## src/logic/id_pkg.sv

```systemverilog
// ----------------------------------------------------------------------
// Shared definitions for the decode stage
// Widths, RV32I major opcodes, functional unit and operation types,
// and the entry handed from decode to issue
// ----------------------------------------------------------------------
package id_pkg;

  // Widths
  localparam int unsigned XLEN       = 32;
  localparam int unsigned ILEN       = 32;
  localparam int unsigned CILEN      = 16;
  localparam int unsigned REG_ADDR_W = 5;

  // ----------------------------------------------------------------------
  // Major opcodes (instr[6:0])
  // ----------------------------------------------------------------------
  localparam logic [6:0] OPC_LUI    = 7'b0110111;
  localparam logic [6:0] OPC_AUIPC  = 7'b0010111;
  localparam logic [6:0] OPC_JAL    = 7'b1101111;
  localparam logic [6:0] OPC_JALR   = 7'b1100111;
  localparam logic [6:0] OPC_BRANCH = 7'b1100011;
  localparam logic [6:0] OPC_LOAD   = 7'b0000011;
  localparam logic [6:0] OPC_STORE  = 7'b0100011;
  localparam logic [6:0] OPC_OP_IMM = 7'b0010011;
  localparam logic [6:0] OPC_OP     = 7'b0110011;

  // Functional unit selected at issue
  typedef enum logic [1:0] {
    FU_ALU       = 2'd0,
    FU_LOAD      = 2'd1,
    FU_STORE     = 2'd2,
    FU_CTRL_FLOW = 2'd3
  } fu_t;

  // ALU ops are {subtract/arith bit, funct3}
  // Branch, load and store ops are {1'b0, funct3}
  typedef logic [3:0] op_t;

  localparam op_t OP_ADD = 4'b0000;

  // ----------------------------------------------------------------------
  // Decode to issue entry
  // ----------------------------------------------------------------------
  typedef struct packed {
    fu_t                   fu;
    op_t                   op;
    logic [REG_ADDR_W-1:0] rs1;
    logic [REG_ADDR_W-1:0] rs2;
    logic [REG_ADDR_W-1:0] rd;
    logic [XLEN-1:0]       imm;
    logic [XLEN-1:0]       pc;
    logic                  illegal;
    logic                  is_compressed;
    logic                  is_ctrl_flow;
  } issue_entry_t;

endpackage

```

## src/logic/expand_if.sv

```systemverilog
// ----------------------------------------------------------------------
// Expanded instruction link from the compressed expander to the
// RV32I decoder
// ----------------------------------------------------------------------
interface expand_if
  import id_pkg::*;
();

  // Always a 32-bit word, even for an illegal compressed encoding
  logic [ILEN-1:0] instr;
  logic [XLEN-1:0] pc;
  logic            is_compressed;
  logic            illegal;

  modport exp (
    output instr,
    output pc,
    output is_compressed,
    output illegal
  );

  modport dec (
    input instr,
    input pc,
    input is_compressed,
    input illegal
  );

endinterface

```

## src/logic/id_stage_top.sv

```systemverilog
// ----------------------------------------------------------------------
// Decode stage top level
// Compressed expander, RV32I decoder and decode/issue register
// ----------------------------------------------------------------------
module id_stage_top
  import id_pkg::*;
(
  input  logic                  clk_i,
  input  logic                  rst_ni,
  input  logic                  flush_i,
  // Fetch side
  input  logic                  fetch_valid_i,
  output logic                  fetch_ready_o,
  input  logic [ILEN-1:0]       fetch_instr_i,
  input  logic [XLEN-1:0]       fetch_pc_i,
  // Issue side
  output logic                  issue_valid_o,
  input  logic                  issue_ack_i,
  output fu_t                   issue_fu_o,
  output op_t                   issue_op_o,
  output logic [REG_ADDR_W-1:0] issue_rs1_o,
  output logic [REG_ADDR_W-1:0] issue_rs2_o,
  output logic [REG_ADDR_W-1:0] issue_rd_o,
  output logic [XLEN-1:0]       issue_imm_o,
  output logic [XLEN-1:0]       issue_pc_o,
  output logic                  issue_illegal_o,
  output logic                  issue_is_compressed_o,
  output logic                  issue_ctrl_flow_o,
  output logic [ILEN-1:0]       issue_orig_instr_o
);

  issue_entry_t dec_entry;
  issue_entry_t issue_entry;

  expand_if exp_if ();

  rvc_expander rvc_expander_inst (
    .instr_i (fetch_instr_i),
    .pc_i    (fetch_pc_i),
    .exp_o   (exp_if.exp)
  );

  instr_decoder instr_decoder_inst (
    .in_i    (exp_if.dec),
    .entry_o (dec_entry)
  );

  issue_register issue_register_inst (
    .clk_i         (clk_i),
    .rst_ni        (rst_ni),
    .flush_i       (flush_i),
    .fetch_valid_i (fetch_valid_i),
    .fetch_ready_o (fetch_ready_o),
    .entry_i       (dec_entry),
    .orig_instr_i  (fetch_instr_i),
    .issue_ack_i   (issue_ack_i),
    .issue_valid_o (issue_valid_o),
    .entry_o       (issue_entry),
    .orig_instr_o  (issue_orig_instr_o)
  );

  // Entry fields out to plain ports
  assign issue_fu_o            = issue_entry.fu;
  assign issue_op_o            = issue_entry.op;
  assign issue_rs1_o           = issue_entry.rs1;
  assign issue_rs2_o           = issue_entry.rs2;
  assign issue_rd_o            = issue_entry.rd;
  assign issue_imm_o           = issue_entry.imm;
  assign issue_pc_o            = issue_entry.pc;
  assign issue_illegal_o       = issue_entry.illegal;
  assign issue_is_compressed_o = issue_entry.is_compressed;
  assign issue_ctrl_flow_o     = issue_entry.is_ctrl_flow;

endmodule

```

## src/logic/instr_decoder.sv

```systemverilog
// ----------------------------------------------------------------------
// RV32I decoder
// Functional unit, operation, registers and immediate of one
// expanded instruction, plus illegal and control-flow flags
// ----------------------------------------------------------------------
module instr_decoder
  import id_pkg::*;
(
  expand_if.dec        in_i,
  output issue_entry_t entry_o
);

  logic [ILEN-1:0] instr;
  logic [6:0]      opcode;
  logic [2:0]      funct3;
  logic [6:0]      funct7;
  logic [XLEN-1:0] imm_i;
  logic [XLEN-1:0] imm_s;
  logic [XLEN-1:0] imm_b;
  logic [XLEN-1:0] imm_u;
  logic [XLEN-1:0] imm_j;

  assign instr  = in_i.instr;
  assign opcode = instr[6:0];
  assign funct3 = instr[14:12];
  assign funct7 = instr[31:25];

  // ----------------------------------------------------------------------
  // Immediate formats, sign-extended
  // ----------------------------------------------------------------------
  assign imm_i = {{20{instr[31]}}, instr[31:20]};
  assign imm_s = {{20{instr[31]}}, instr[31:25], instr[11:7]};
  assign imm_b = {{19{instr[31]}}, instr[31], instr[7], instr[30:25], instr[11:8], 1'b0};
  assign imm_u = {instr[31:12], 12'b0};
  assign imm_j = {{11{instr[31]}}, instr[31], instr[19:12], instr[20], instr[30:21], 1'b0};

  always_comb begin
    entry_o               = '0;
    entry_o.fu            = FU_ALU;
    entry_o.op            = OP_ADD;
    entry_o.rs1           = instr[19:15];
    entry_o.rs2           = instr[24:20];
    entry_o.rd            = instr[11:7];
    entry_o.pc            = in_i.pc;
    entry_o.is_compressed = in_i.is_compressed;
    entry_o.illegal       = in_i.illegal;

    case (opcode)
      OPC_LUI, OPC_AUIPC: begin
        entry_o.rs1 = '0;
        entry_o.rs2 = '0;
        entry_o.imm = imm_u;
      end
      OPC_JAL: begin
        entry_o.fu           = FU_CTRL_FLOW;
        entry_o.rs1          = '0;
        entry_o.rs2          = '0;
        entry_o.imm          = imm_j;
        entry_o.is_ctrl_flow = 1'b1;
      end
      OPC_JALR: begin
        entry_o.fu           = FU_CTRL_FLOW;
        entry_o.op           = {1'b0, funct3};
        entry_o.rs2          = '0;
        entry_o.imm          = imm_i;
        entry_o.is_ctrl_flow = 1'b1;
      end
      OPC_BRANCH: begin
        entry_o.fu           = FU_CTRL_FLOW;
        entry_o.op           = {1'b0, funct3};
        entry_o.rd           = '0;
        entry_o.imm          = imm_b;
        entry_o.is_ctrl_flow = 1'b1;
        // funct3 010 and 011 are not branches
        entry_o.illegal      = entry_o.illegal | (funct3[2:1] == 2'b01);
      end
      OPC_LOAD: begin
        entry_o.fu      = FU_LOAD;
        entry_o.op      = {1'b0, funct3};
        entry_o.rs2     = '0;
        entry_o.imm     = imm_i;
        entry_o.illegal = entry_o.illegal | (funct3 == 3'b011) | (funct3[2:1] == 2'b11);
      end
      OPC_STORE: begin
        entry_o.fu      = FU_STORE;
        entry_o.op      = {1'b0, funct3};
        entry_o.rd      = '0;
        entry_o.imm     = imm_s;
        entry_o.illegal = entry_o.illegal | (funct3 > 3'b010);
      end
      OPC_OP_IMM: begin
        // Only SRAI carries the arithmetic bit, elsewhere it is immediate
        entry_o.op  = {(funct3 == 3'b101) & instr[30], funct3};
        entry_o.rs2 = '0;
        entry_o.imm = imm_i;
      end
      OPC_OP: begin
        entry_o.op = {instr[30], funct3};
        if (funct7 != 7'b0000000 &&
            !(funct7 == 7'b0100000 && (funct3 == 3'b000 || funct3 == 3'b101))) begin
          entry_o.illegal = 1'b1;
        end
      end
      default: entry_o.illegal = 1'b1;
    endcase
  end

endmodule

```

## src/logic/issue_register.sv

```systemverilog
// ----------------------------------------------------------------------
// One-entry decode/issue register
// Fetch valid/ready in, issue valid/ack out, flush drops the entry
// ----------------------------------------------------------------------
module issue_register
  import id_pkg::*;
(
  input  logic            clk_i,
  input  logic            rst_ni,
  input  logic            flush_i,
  input  logic            fetch_valid_i,
  output logic            fetch_ready_o,
  input  issue_entry_t    entry_i,
  input  logic [ILEN-1:0] orig_instr_i,
  input  logic            issue_ack_i,
  output logic            issue_valid_o,
  output issue_entry_t    entry_o,
  output logic [ILEN-1:0] orig_instr_o
);

  logic            valid_q;
  logic            transfer;
  issue_entry_t    entry_q;
  logic [ILEN-1:0] instr_q;

  // Room when empty or when the held entry leaves this cycle
  assign fetch_ready_o = ~valid_q | issue_ack_i;
  assign transfer      = fetch_valid_i & fetch_ready_o;

  always_ff @(posedge clk_i or negedge rst_ni) begin
    if (!rst_ni) begin
      valid_q <= 1'b0;
    end else if (flush_i) begin
      valid_q <= 1'b0;
    end else if (transfer) begin
      valid_q <= 1'b1;
    end else if (issue_ack_i) begin
      valid_q <= 1'b0;
    end
  end

  // Payload only moves on a transfer, so it holds while waiting for ack
  always_ff @(posedge clk_i) begin
    if (transfer) begin
      entry_q <= entry_i;
      instr_q <= orig_instr_i;
    end
  end

  assign issue_valid_o = valid_q;
  assign entry_o       = entry_q;
  assign orig_instr_o  = instr_q;

endmodule

```

## src/logic/rvc_expander.sv

```systemverilog
// ----------------------------------------------------------------------
// Compressed instruction expander
// Maps C.ADDI, C.LI, C.MV, C.ADD, C.LW, C.SW, C.J and C.BEQZ to RV32I,
// flags every other compressed encoding as illegal
// ----------------------------------------------------------------------
module rvc_expander
  import id_pkg::*;
(
  input  logic [ILEN-1:0] instr_i,
  input  logic [XLEN-1:0] pc_i,
  expand_if.exp           exp_o
);

  logic [CILEN-1:0] c;
  logic [2:0]       funct3;
  logic [ILEN-1:0]  instr_exp;
  logic             illegal;

  assign c      = instr_i[CILEN-1:0];
  assign funct3 = c[15:13];

  always_comb begin
    instr_exp = instr_i;
    illegal   = 1'b0;

    case (c[1:0])
      // ------------------------------------------------------------------
      // Quadrant 0
      // ------------------------------------------------------------------
      2'b00: begin
        case (funct3)
          // c.lw -> lw rd', uimm(rs1')
          3'b010: instr_exp = {5'b0, c[5], c[12:10], c[6], 2'b00, 2'b01, c[9:7],
                               3'b010, 2'b01, c[4:2], OPC_LOAD};
          // c.sw -> sw rs2', uimm(rs1')
          3'b110: instr_exp = {5'b0, c[5], c[12], 2'b01, c[4:2], 2'b01, c[9:7],
                               3'b010, c[11:10], c[6], 2'b00, OPC_STORE};
          default: illegal = 1'b1;
        endcase
      end

      // ------------------------------------------------------------------
      // Quadrant 1
      // ------------------------------------------------------------------
      2'b01: begin
        case (funct3)
          // c.addi -> addi rd, rd, imm
          3'b000: instr_exp = {{6{c[12]}}, c[12], c[6:2], c[11:7], 3'b000, c[11:7],
                               OPC_OP_IMM};
          // c.li -> addi rd, x0, imm
          3'b010: instr_exp = {{6{c[12]}}, c[12], c[6:2], 5'b0, 3'b000, c[11:7],
                               OPC_OP_IMM};
          // c.j -> jal x0, offset
          3'b101: instr_exp = {c[12], c[8], c[10:9], c[6], c[7], c[2], c[11], c[5:3],
                               c[12], {8{c[12]}}, 5'b0, OPC_JAL};
          // c.beqz -> beq rs1', x0, offset
          3'b110: instr_exp = {c[12], {3{c[12]}}, c[6:5], c[2], 5'b0, 2'b01, c[9:7],
                               3'b000, c[11:10], c[4:3], c[12], OPC_BRANCH};
          default: illegal = 1'b1;
        endcase
      end

      // ------------------------------------------------------------------
      // Quadrant 2
      // ------------------------------------------------------------------
      2'b10: begin
        // rs2 == 0 would be c.jr, c.jalr or c.ebreak
        if (funct3 == 3'b100 && c[6:2] != 5'b0) begin
          if (c[12]) begin
            // c.add -> add rd, rd, rs2
            instr_exp = {7'b0, c[6:2], c[11:7], 3'b000, c[11:7], OPC_OP};
          end else begin
            // c.mv -> add rd, x0, rs2
            instr_exp = {7'b0, c[6:2], 5'b0, 3'b000, c[11:7], OPC_OP};
          end
        end else begin
          illegal = 1'b1;
        end
      end

      // Full 32-bit word
      default: instr_exp = instr_i;
    endcase
  end

  assign exp_o.instr         = instr_exp;
  assign exp_o.pc            = pc_i;
  assign exp_o.is_compressed = (c[1:0] != 2'b11);
  assign exp_o.illegal       = illegal;

endmodule

```

## config.mk

```make
export PLATFORM = sky130hd
export DESIGN_NAME = id_stage_top
export DESIGN_NICKNAME = d
export VERILOG_FILES = /design/src/logic/id_pkg.sv /design/src/logic/expand_if.sv /design/src/logic/id_stage_top.sv /design/src/logic/instr_decoder.sv /design/src/logic/issue_register.sv /design/src/logic/rvc_expander.sv
export SDC_FILE = /design/constraint.sdc
export NUM_CORES = 1
export LEC_CHECK = 0
export BUFFER_PORTS_ARGS = -buffer_cell sky130_fd_sc_hd__buf_2
export CAP_MARGIN = 20
export CORE_ASPECT_RATIO = 1.5
export CORE_MARGIN = 2
export CORE_UTILIZATION = 56
export DETAILED_ROUTE_END_ITERATION = 10
export GPL_TIMING_DRIVEN = 0
export PLACE_DENSITY = 0.88
export SLEW_MARGIN = 20
export SYNTH_ARGS = -nofsm -noshare
export SYNTH_HDL_FRONTEND = slang
export SYNTH_HIERARCHICAL = 1
export SYNTH_SLANG_ARGS = --single-unit
```

## constraint.sdc

```tcl
create_clock -name clk_i -period 6.2 [get_ports clk_i]
set_clock_uncertainty 0.2 [all_clocks]
set_input_delay 0.31 -clock clk_i [delete_from_list [all_inputs] [get_ports clk_i]]
set_output_delay 0.31 -clock clk_i [all_outputs]
set_load 0.005 [all_outputs]
```

# == Word-level counts from Yosys, hierarchy flattened ==
# Index checks and enable logic that the tools add are counted.
# op_classes
mux,18
bitwise,8
order_cmp,1
n_reduce_logical,21
n_eq_ne,21
# ops
cell,n
$pmux 32 s5,1
$pmux 32 s4,1
$pmux 32 s3,1
$pmux 32 s2,1
$mux 32,1
$eq 7x6->1 const B,4
$eq 7x7->1 const B,3
$mux 20,1
$eq 7x5->1 const B,2
$eq 3x3->1 const B,4
$pmux 4 s3,1
$reduce_or 3->1,3
$mux 1,8
$reduce_or 4->1,2
$eq 7x2->1 const B,1
$reduce_bool 7->1,1
$eq 3x2->1 const B,2
$logic_not 3->1,2
$pmux 2 s3,1
$reduce_or 2->1,3
$reduce_or 6->1,1
$or 1x1->1,5
$pmux 1 s5,1
$reduce_bool 5->1,1
13 further kinds,18
# totals
register_bits,121
in_bits,69
wordCells,81

# == Logic depth before layout (Yosys ltp) ==
# Gate-level depths: netlist of run 1.
# logic_depth
ltp_word,11
depth_mapped,13
depth_no_buf,8

# == Hierarchy ==
# The synthesis of run 1 kept the hierarchy.
# by_module_without_submodules
mod,seq_area_each_um2,instances,cells_per_inst,area_per_inst_um2
issue_register,3628.5,1,125,3663.5
rvc_expander,0.0,1,239,1552.7
instr_decoder,0.0,1,150,1034.7

# == Least setup slack after synthesis of run 1 ==
# No wires, ideal clock.
# synth_timing
path_kind,in2reg
from,input fetch_instr_i[5]
to,"register issue_register_inst.entry_q (netlist bit issue_register_inst/entry_o[2]), data pin"
t_arrival_ps,2779
setup_time_ps,265
cell_stages,11
required_time_ps,5735
slack_ps,2956
n_path_buf,3
path_cell_list,buf_6 -> or4_4 -> o211ai_4 -> and3_1 -> buf_6 -> a32o_1 -> clkbuf_1 -> nand4b_1 -> a211oi_2 -> o21ai_0 -> or3_1
# synth_rtl
element,line,text
from (decl),id_stage_top.sv:14,"input logic [ILEN-1:0] fetch_instr_i,"
to (signal assigned),issue_register.sv:45,entry_q <= entry_i;
to (decl),issue_register.sv:23,issue_entry_t entry_q;

==> results.md, run 1 <==
* Hold-fix buffers at CTS at 63
* Post-place setup slack at 2.139 ns
* Leak Pwr at 3.637 nW
* F_max at 230.2 MHz
* Fin util at 77.58%
* Setup TNS at 0 ns
* Fin cells at 915
* Area growth syn-to-layout at 35.75%
* Most numerous cell in the Yosys netlist: edfxtp_1
* Asr flop ratio synth at 0.8264%
* Synth Register Bits at 121
* Peak supply drop at 0.0002238 V
* Clk network pwr share at 43.2%
* Die span in x at 90.27 um
* Register clock-pin slew on the reported worst setup and hold paths at 0.06 ns
* Vias in the first global route at 5,735
* Yosys top cell area share at 57.65%
* CTS Buf Count at 17
* Ys flop type: edfxtp_1
* Final wirelength at 22.32 mm
* Comb pwr share at 15.4%
* Slew @ Worst Pin at 0.9727 ns
* Final WS setup at 1.856 ns
* Number of fill cells in the layout at 651
* R2R depth at 3
* Seq/Total Area, Yosys at 58.05%
* Post-CTS Repair Setup Buffers at 0
* Total number of yosys warnings at 6
* Kind of critical path: in2reg
* 1st-iter DRT viols at 781
* I/O pin cnt at 191
* Slew Limit Headroom at 34.66%
* Die area at 12,040 um2
* Post-synth top cells: edfxtp_1, buf_4, nor2b_1
* Initial antenna violation count at 0
* Crit Path Max Fanout at 10
* Core footprint at 10,940 um2
* Sw Pwr at 0.6158 mW
* Mean area per synthesized cell at 12.16 um2
* Largest area contributor in the netlist: edfxtp_1
* WP data required at 6.26 ns
* Rows at 47
* Avg WL per Cell at 24.39 um
* RSZ-0062 raised after global routing: no
* Final Cycle Share at 70.07%
* Max Cap Viol at 0
* Fin nets at 824
* Post-DP HPWL at 13.81 mm
* DRC at 0
* Total gr overflow at 0
* First-pass iteration count of the detailed router at 6
* Fin. Hold Viols at 0
* Outcome: completed
* Sw Ratio at 25.92%
* EDFF count, synth at 120
* Worst skew pair latency at 0.42 ns
* Clock Tree Root: clkbuf_16
* Min Tclk post-route at 4.344 ns
* Top cells by area in the synthesized netlist: edfxtp_1, buf_4, nor2b_1, a21o_2, a21oi_1
* Synth Net Count at 583
* CP Launch Type: primary input
* Pint at 1.760 mW
* DR vias at 5,591
* DRT antenna net count at 0
* Port bufs at 158
* Final Max Tran Viols at 0
* Power per Cell Area at 280.0 nW/um2
* Hold Slack at 0.001838 ns
* Starting Density at 57.15%
* Inserted Diodes at 0
* CTS resizes at 0
* Die height at 133.4 um
* Worst Path Arrival at 4.40 ns
* Largest net degree at the start of global routing at 66
* Vias per cell at 6.110
* H-tree levels at 4
* CTS tree: yes
* First-pass GRT wire length at 33.87 mm
* Hold Path Class: in2async
* Fraction of layout cells with a size suffix above 1 at 37.76%
* Post-synthesis instance area at 6251 um2
* Flop pwr share at 41.4%
* Synthesized instance count at 514
* GRT Total Usage at 37.56%
* Distinct cell type count after synthesis at 77
* Inst Count DP at 820
* CP Capture Type: flop
* Setup-failing EPs final at 0
* Clock Tree Buf Depth at 2
* Clk sinks at 121
* Placer Congestion at 0.9943
==> power by group through the flow <==
stage	Clock (mW)	Sequential [mW]	Combinational (mW)
2_1_floorplan	0	1.00	0.171
3_3_place_gp	0	0.994	0.302
3_5_place_dp	0	0.996	0.312
4_1_cts	1.01	0.980	0.348
5_1_grt	1.06	0.987	0.386
6_report	1.03	0.983	0.365
==> through the flow <==
step	power, mW	cell area, um2
after floorplan	1.175	6251
after global placement	1.296	7226
after detailed placement	1.308	7253
after CTS	2.342	8486
after global routing	2.432	8486
final	2.376	8486
==> metal layers <==
| layer | global-route usage [%] | wire (um) | vias to the layer above |
|---|---|---|---|
| li1 | - | - | 2351 |
| met1 | 40.75 | 7283 | 2671 |
| met2 | 67.84 | 11780 | 460 |
| met3 | 7.466 | 1944 | 109 |
| met4 | 21.71 | 1309 | 0 |
| met5 | 0 | 0 | - |
==> cell type report <==
type | instances | area [um2] | share of cell area, %
Buffer | 97 | 638.1 | 7.520
Clock buffer | 18 | 429.2 | 5.058
Clock inverter | 14 | 172.7 | 2.035
Inverter | 13 | 48.80 | 0.5751
Multi-Input combinational cell | 283 | 1936 | 22.81
Sequential cell | 121 | 3628 | 42.76
Tap cell | 147 | 183.9 | 2.167
Timing Repair Buffer | 222 | 1449 | 17.07
==> state kept, by name, indices dropped and copies added, names as in the netlist <==
name,cells
issue_register_inst/orig_instr_o,32
issue_register_inst/issue_valid_o,1
issue_register_inst/entry_o,88
==> worst paths after layout <==
check | slack, ns | start | endpoint
max | 1.86 | fetch_instr_i[0] | issue_register_inst/entry_o[41]
min | 0.002 | rst_ni | issue_register_inst/issue_valid_o
max reg2reg | 4.11 | issue_register_inst/issue_valid_o | issue_register_inst/entry_o[59]
min reg2reg | 0.91 | issue_register_inst/issue_valid_o | issue_register_inst/entry_o[80]
max in group asynchronous | 5.71 | rst_ni | issue_register_inst/issue_valid_o
min in group clk_i | 0.02 | fetch_instr_i[9] | issue_register_inst/orig_instr_o[9]
==> critical path, cell delays in order <==
cell	delay (ns)
dlygate4sd3_1	0.52
buf_2	0.11
buf_2	0.20
clkbuf_1	0.51
buf_1	0.56
nand2_1	0.35
o221a_2	0.46
or4_1	0.53
buf_2	0.19
a21oi_1	0.38
and2_1	0.27
==> cell usage in the layout (no fill, tap or decap), types with 4 or more instances in the layout <==
| cell type | n |
|---|---|
| buf_4 | 65 |
| a31oi_1 | 4 |
| a21oi_1 | 19 |
| dlygate4sd3_1 | 63 |
| o31ai_1 | 4 |
| buf_2 | 164 |
| clkbuf_1 | 22 |
| and2_1 | 11 |
| a22o_1 | 8 |
| nor2b_1 | 24 |
| nand3b_1 | 4 |
| nand2_1 | 23 |
| a221o_1 | 6 |
| nor2_1 | 22 |
| a21o_2 | 11 |
| nor3b_1 | 4 |
| nand4_1 | 5 |
| clkbuf_16 | 17 |
| clkinv_4 | 5 |
| a21o_1 | 10 |
| and3_1 | 4 |
| a32o_1 | 6 |
| mux2i_1 | 9 |
| nor3_1 | 7 |
| nor4_1 | 5 |
| inv_1 | 13 |
| o21ai_0 | 18 |
| nand3_1 | 9 |
| edfxtp_1 | 120 |
| o211ai_1 | 5 |
==> kinds of logic (layout without fill, tap and decap cells) <==
group	count (synthesis)	after routing	share of synthesized area, %
XOR/XNOR	3	3	0.4204
AND/OR/NAND/NOR	144	144	13.49
multiplexers	10	10	1.621
flip-flops	121	121	58.05
buffers and inverters	110	364	10.99
AO/OA/AOI/OAI	126	126	15.43
Note: power is estimated with default switching activity, not from simulation.
==> inputs of run 2 (changes only) <==
--- a/config.mk
+++ b/config.mk
@@ -9,10 +9,10 @@
 export CAP_MARGIN = 20
 export CORE_ASPECT_RATIO = 1.5
 export CORE_MARGIN = 2
-export CORE_UTILIZATION = 56
+export CORE_UTILIZATION = 47
 export DETAILED_ROUTE_END_ITERATION = 10
 export GPL_TIMING_DRIVEN = 0
-export PLACE_DENSITY = 0.88
+export PLACE_DENSITY = 0.79
 export SLEW_MARGIN = 20
 export SYNTH_ARGS = -nofsm -noshare
 export SYNTH_HDL_FRONTEND = slang
==> constraint.sdc (replaced) <==
create_clock -name clk_i -period 3.6 [get_ports clk_i]
set_clock_uncertainty 0.2 [all_clocks]
set_input_delay 0.18 -clock clk_i [delete_from_list [all_inputs] [get_ports clk_i]]
set_output_delay 0.18 -clock clk_i [all_outputs]
set_load 0.005 [all_outputs]
==> run 2 against run 1 <==
  * Global-route usage shrank 10 points
  * Utilization shrank 12 points
  * Total power grew 67%
  * Count of clock-buffer cells in the layout is the same
  * Largest power group is now registers
  * Final cell count grew 1.9%
  * Critical path depth grew 1
  * Wire length shrank 11%
  * Combinational power grew 67%
  * Setup slack lost 1.8 ns
  * Clock power grew 62%
  * Register-to-register slack lost 2.6 ns
==> results.md, run 2 (synthesis results as in run 1) <==
* CTS tree: yes
* Hold Path Class: in2reg
* I/O pin cnt at 191
* Area growth syn-to-layout at 36.43%
* Core footprint at 13,020 um2
* Max Cap Viol at 0
* Worst reg-to-reg setup slack at 1.50 ns
* CP max stage cell: or4b_1
* Vias in the first global route at 5,352
* DRC at 0
* Leak Pwr at 3.654 nW
* First-pass iteration count of the detailed router at 5
* Inserted Diodes at 0
* RR Endpoint: issue_register_inst/entry_o[38]
* Post-place setup slack at -0.3295 ns
* Placer Congestion at 0.9077
* Final Cycle Share at 98.09%
* Final WS setup at 0.06885 ns
* R2R depth at 3
* Clock Tree Buf Depth at 2
* CP bufs+invs at 4
* Fin. Hold Viols at 0
* Clk network pwr share at 42.1%
* Max FFs per register at 88
* Worst Path Arrival at 3.49 ns
* DRT antenna net count at 0
* Flop pwr share at 42.6%
* Hold Path Sink: issue_register_inst/entry_o[57]
* WL met3 at 1.114 mm
* Kind of critical path: in2reg
* Slew Limit Headroom at 40.54%
* Outcome: completed
* Commonest non-fill, non-tap cell in the layout: buf_2
* CP Capture Type: flop
* WP data required at 3.55 ns
* Fraction of layout cells with a size suffix above 1 at 37.77%
* Initial antenna violation count at 0
* Peak supply drop at 0.0003143 V
* Sw Pwr at 0.9984 mW
* CTS Buf Count at 17
* Final wirelength at 19.79 mm
* Clock Tree Root: clkbuf_16
* Starting Density at 48.02%
* Max incr delay on CP at 0.52 ns
* Worst skew pair latency at 0.41 ns
* Slew @ Worst Pin at 0.8850 ns
* Clk sinks at 121
* Port bufs at 158
* Reg2Reg Launch Point: issue_register_inst/issue_valid_o
* Min Tclk post-route at 3.531 ns
* First-pass GRT wire length at 30.01 mm
* CP Launch Type: primary input
* Min-delay src: fetch_instr_i[4]
* 1st-iter DRT viols at 296
* GRT Total Usage at 27.56%
* Crit Path Max Fanout at 10
* Hold depth at 3
* Rows at 51
* Comb pwr share at 15.3%
* Hold Slack at 0.2039 ns
* Setup-failing EPs final at 0
* Largest net degree at the start of global routing at 65
* H-tree levels at 4
* Top sig layer: met4
* Avg WL per Cell at 21.24 um
* Power Total at 3.962 mW
* DR WL met2 at 10.75 mm
* Power per Cell Area at 464.5 nW/um2
* Die area at 14,260 um2
* Die span in x at 98.16 um
* Sw Ratio at 25.20%
* F_max at 283.2 MHz
* Cells along the critical path: buf_2, buf_2, nor2b_1, buf_1, nand3_1, and3_1, buf_6, a22o_1, or4b_1, nor4_1, a2111oi_0, or3_1
* Final Max Tran Viols at 0
* Post-DP HPWL at 13.62 mm
* DR vias at 5,114
* Met1 WL at 7.328 mm
* Post-CTS Repair Setup Buffers at 0
* RSZ-0062 raised after global routing: no
* Total gr overflow at 0
* Crit-path leading delay family: simple AND/OR/NAND/NOR gates
* Most frequent cells in the layout: buf_2, edfxtp_1, dlygate4sd3_1
* Register clock-pin slew on the reported worst setup and hold paths at 0.06 ns
* Fin nets at 829
* Worst path most repeated cell: buf_2
* Pint at 2.963 mW
* Vias per cell at 5.487
* Die height at 145.2 um
==> run 2: worst register-to-register path: cells and delay by family (launching register included) <==
family                 cells  cell delay, ns
and+or+nand+nor            2            0.75
buffers and inverters      1            0.36
DFF                        1            0.41
==> run 2: power by group through the flow <==
| stage | combinational [mW] | clock [mW] | sequential [mW] |
|---|---|---|---|
| floorplan | 0.295 | 0 | 1.73 |
| global placement | 0.525 | 0 | 1.71 |
| detailed placement | 0.539 | 0 | 1.71 |
| CTS | 0.601 | 1.68 | 1.69 |
| global route | 0.653 | 1.75 | 1.70 |
| finish | 0.608 | 1.67 | 1.69 |
==> run 2: layer usage <==
| metal | vias to the layer above | track usage, % |
|---|---|---|
| met1 | 2489 | 30.60 |
| met4 | 0 | 10.96 |
| met2 | 223 | 50.68 |
| met5 | - | 0 |
| met3 | 40 | 5.732 |
| li1 | 2362 | - |
==> run 2: how the worst max path moves through the flow <==
stage	startpoint	endpoint	slack, ns	depth (start not counted)
after CTS	fetch_instr_i[5]	issue_register_inst/entry_o[2]	0.08	12
after global placement	fetch_instr_i[0]	issue_register_inst/entry_o[2]	-0.39	10
final	fetch_instr_i[14]	issue_register_inst/entry_o[2]	0.07	12
after detailed placement	fetch_instr_i[5]	issue_register_inst/entry_o[2]	-0.33	12
after floorplan	fetch_instr_i[5]	issue_register_inst/entry_o[2]	0.49	11
after global routing	fetch_instr_i[14]	issue_register_inst/entry_o[2]	0.0002	12
==> run 2: final cells by class <==
type	count	area, um2
Buffer	97	640.6
Clock buffer	18	429.2
Clock inverter	14	147.6
Fill cell	967	4489
Inverter	13	48.80
Multi-Input combinational cell	283	1936
Sequential cell	121	3628
Tap cell	159	198.9
Timing Repair Buffer	227	1499
==> run 2: what timing repair did <==
item,CTS,global route
setup endpoints to repair,0,1
gates resized for setup,0,4
hold buffers,68,0
endpoints found under the hold margin,66,0
==> run 2: stage by stage <==
stage	instance area [um2]	TNS (ns)	std cells	utilization [%]
after floorplan	6251	0	514	-
after global placement	7241	-6.836	831	55.62
after detailed placement	7268	-7.166	832	55.83
after CTS	8526	0	932	65.49
after global routing	8528	0	932	65.51
final	8528	0	932	65.51
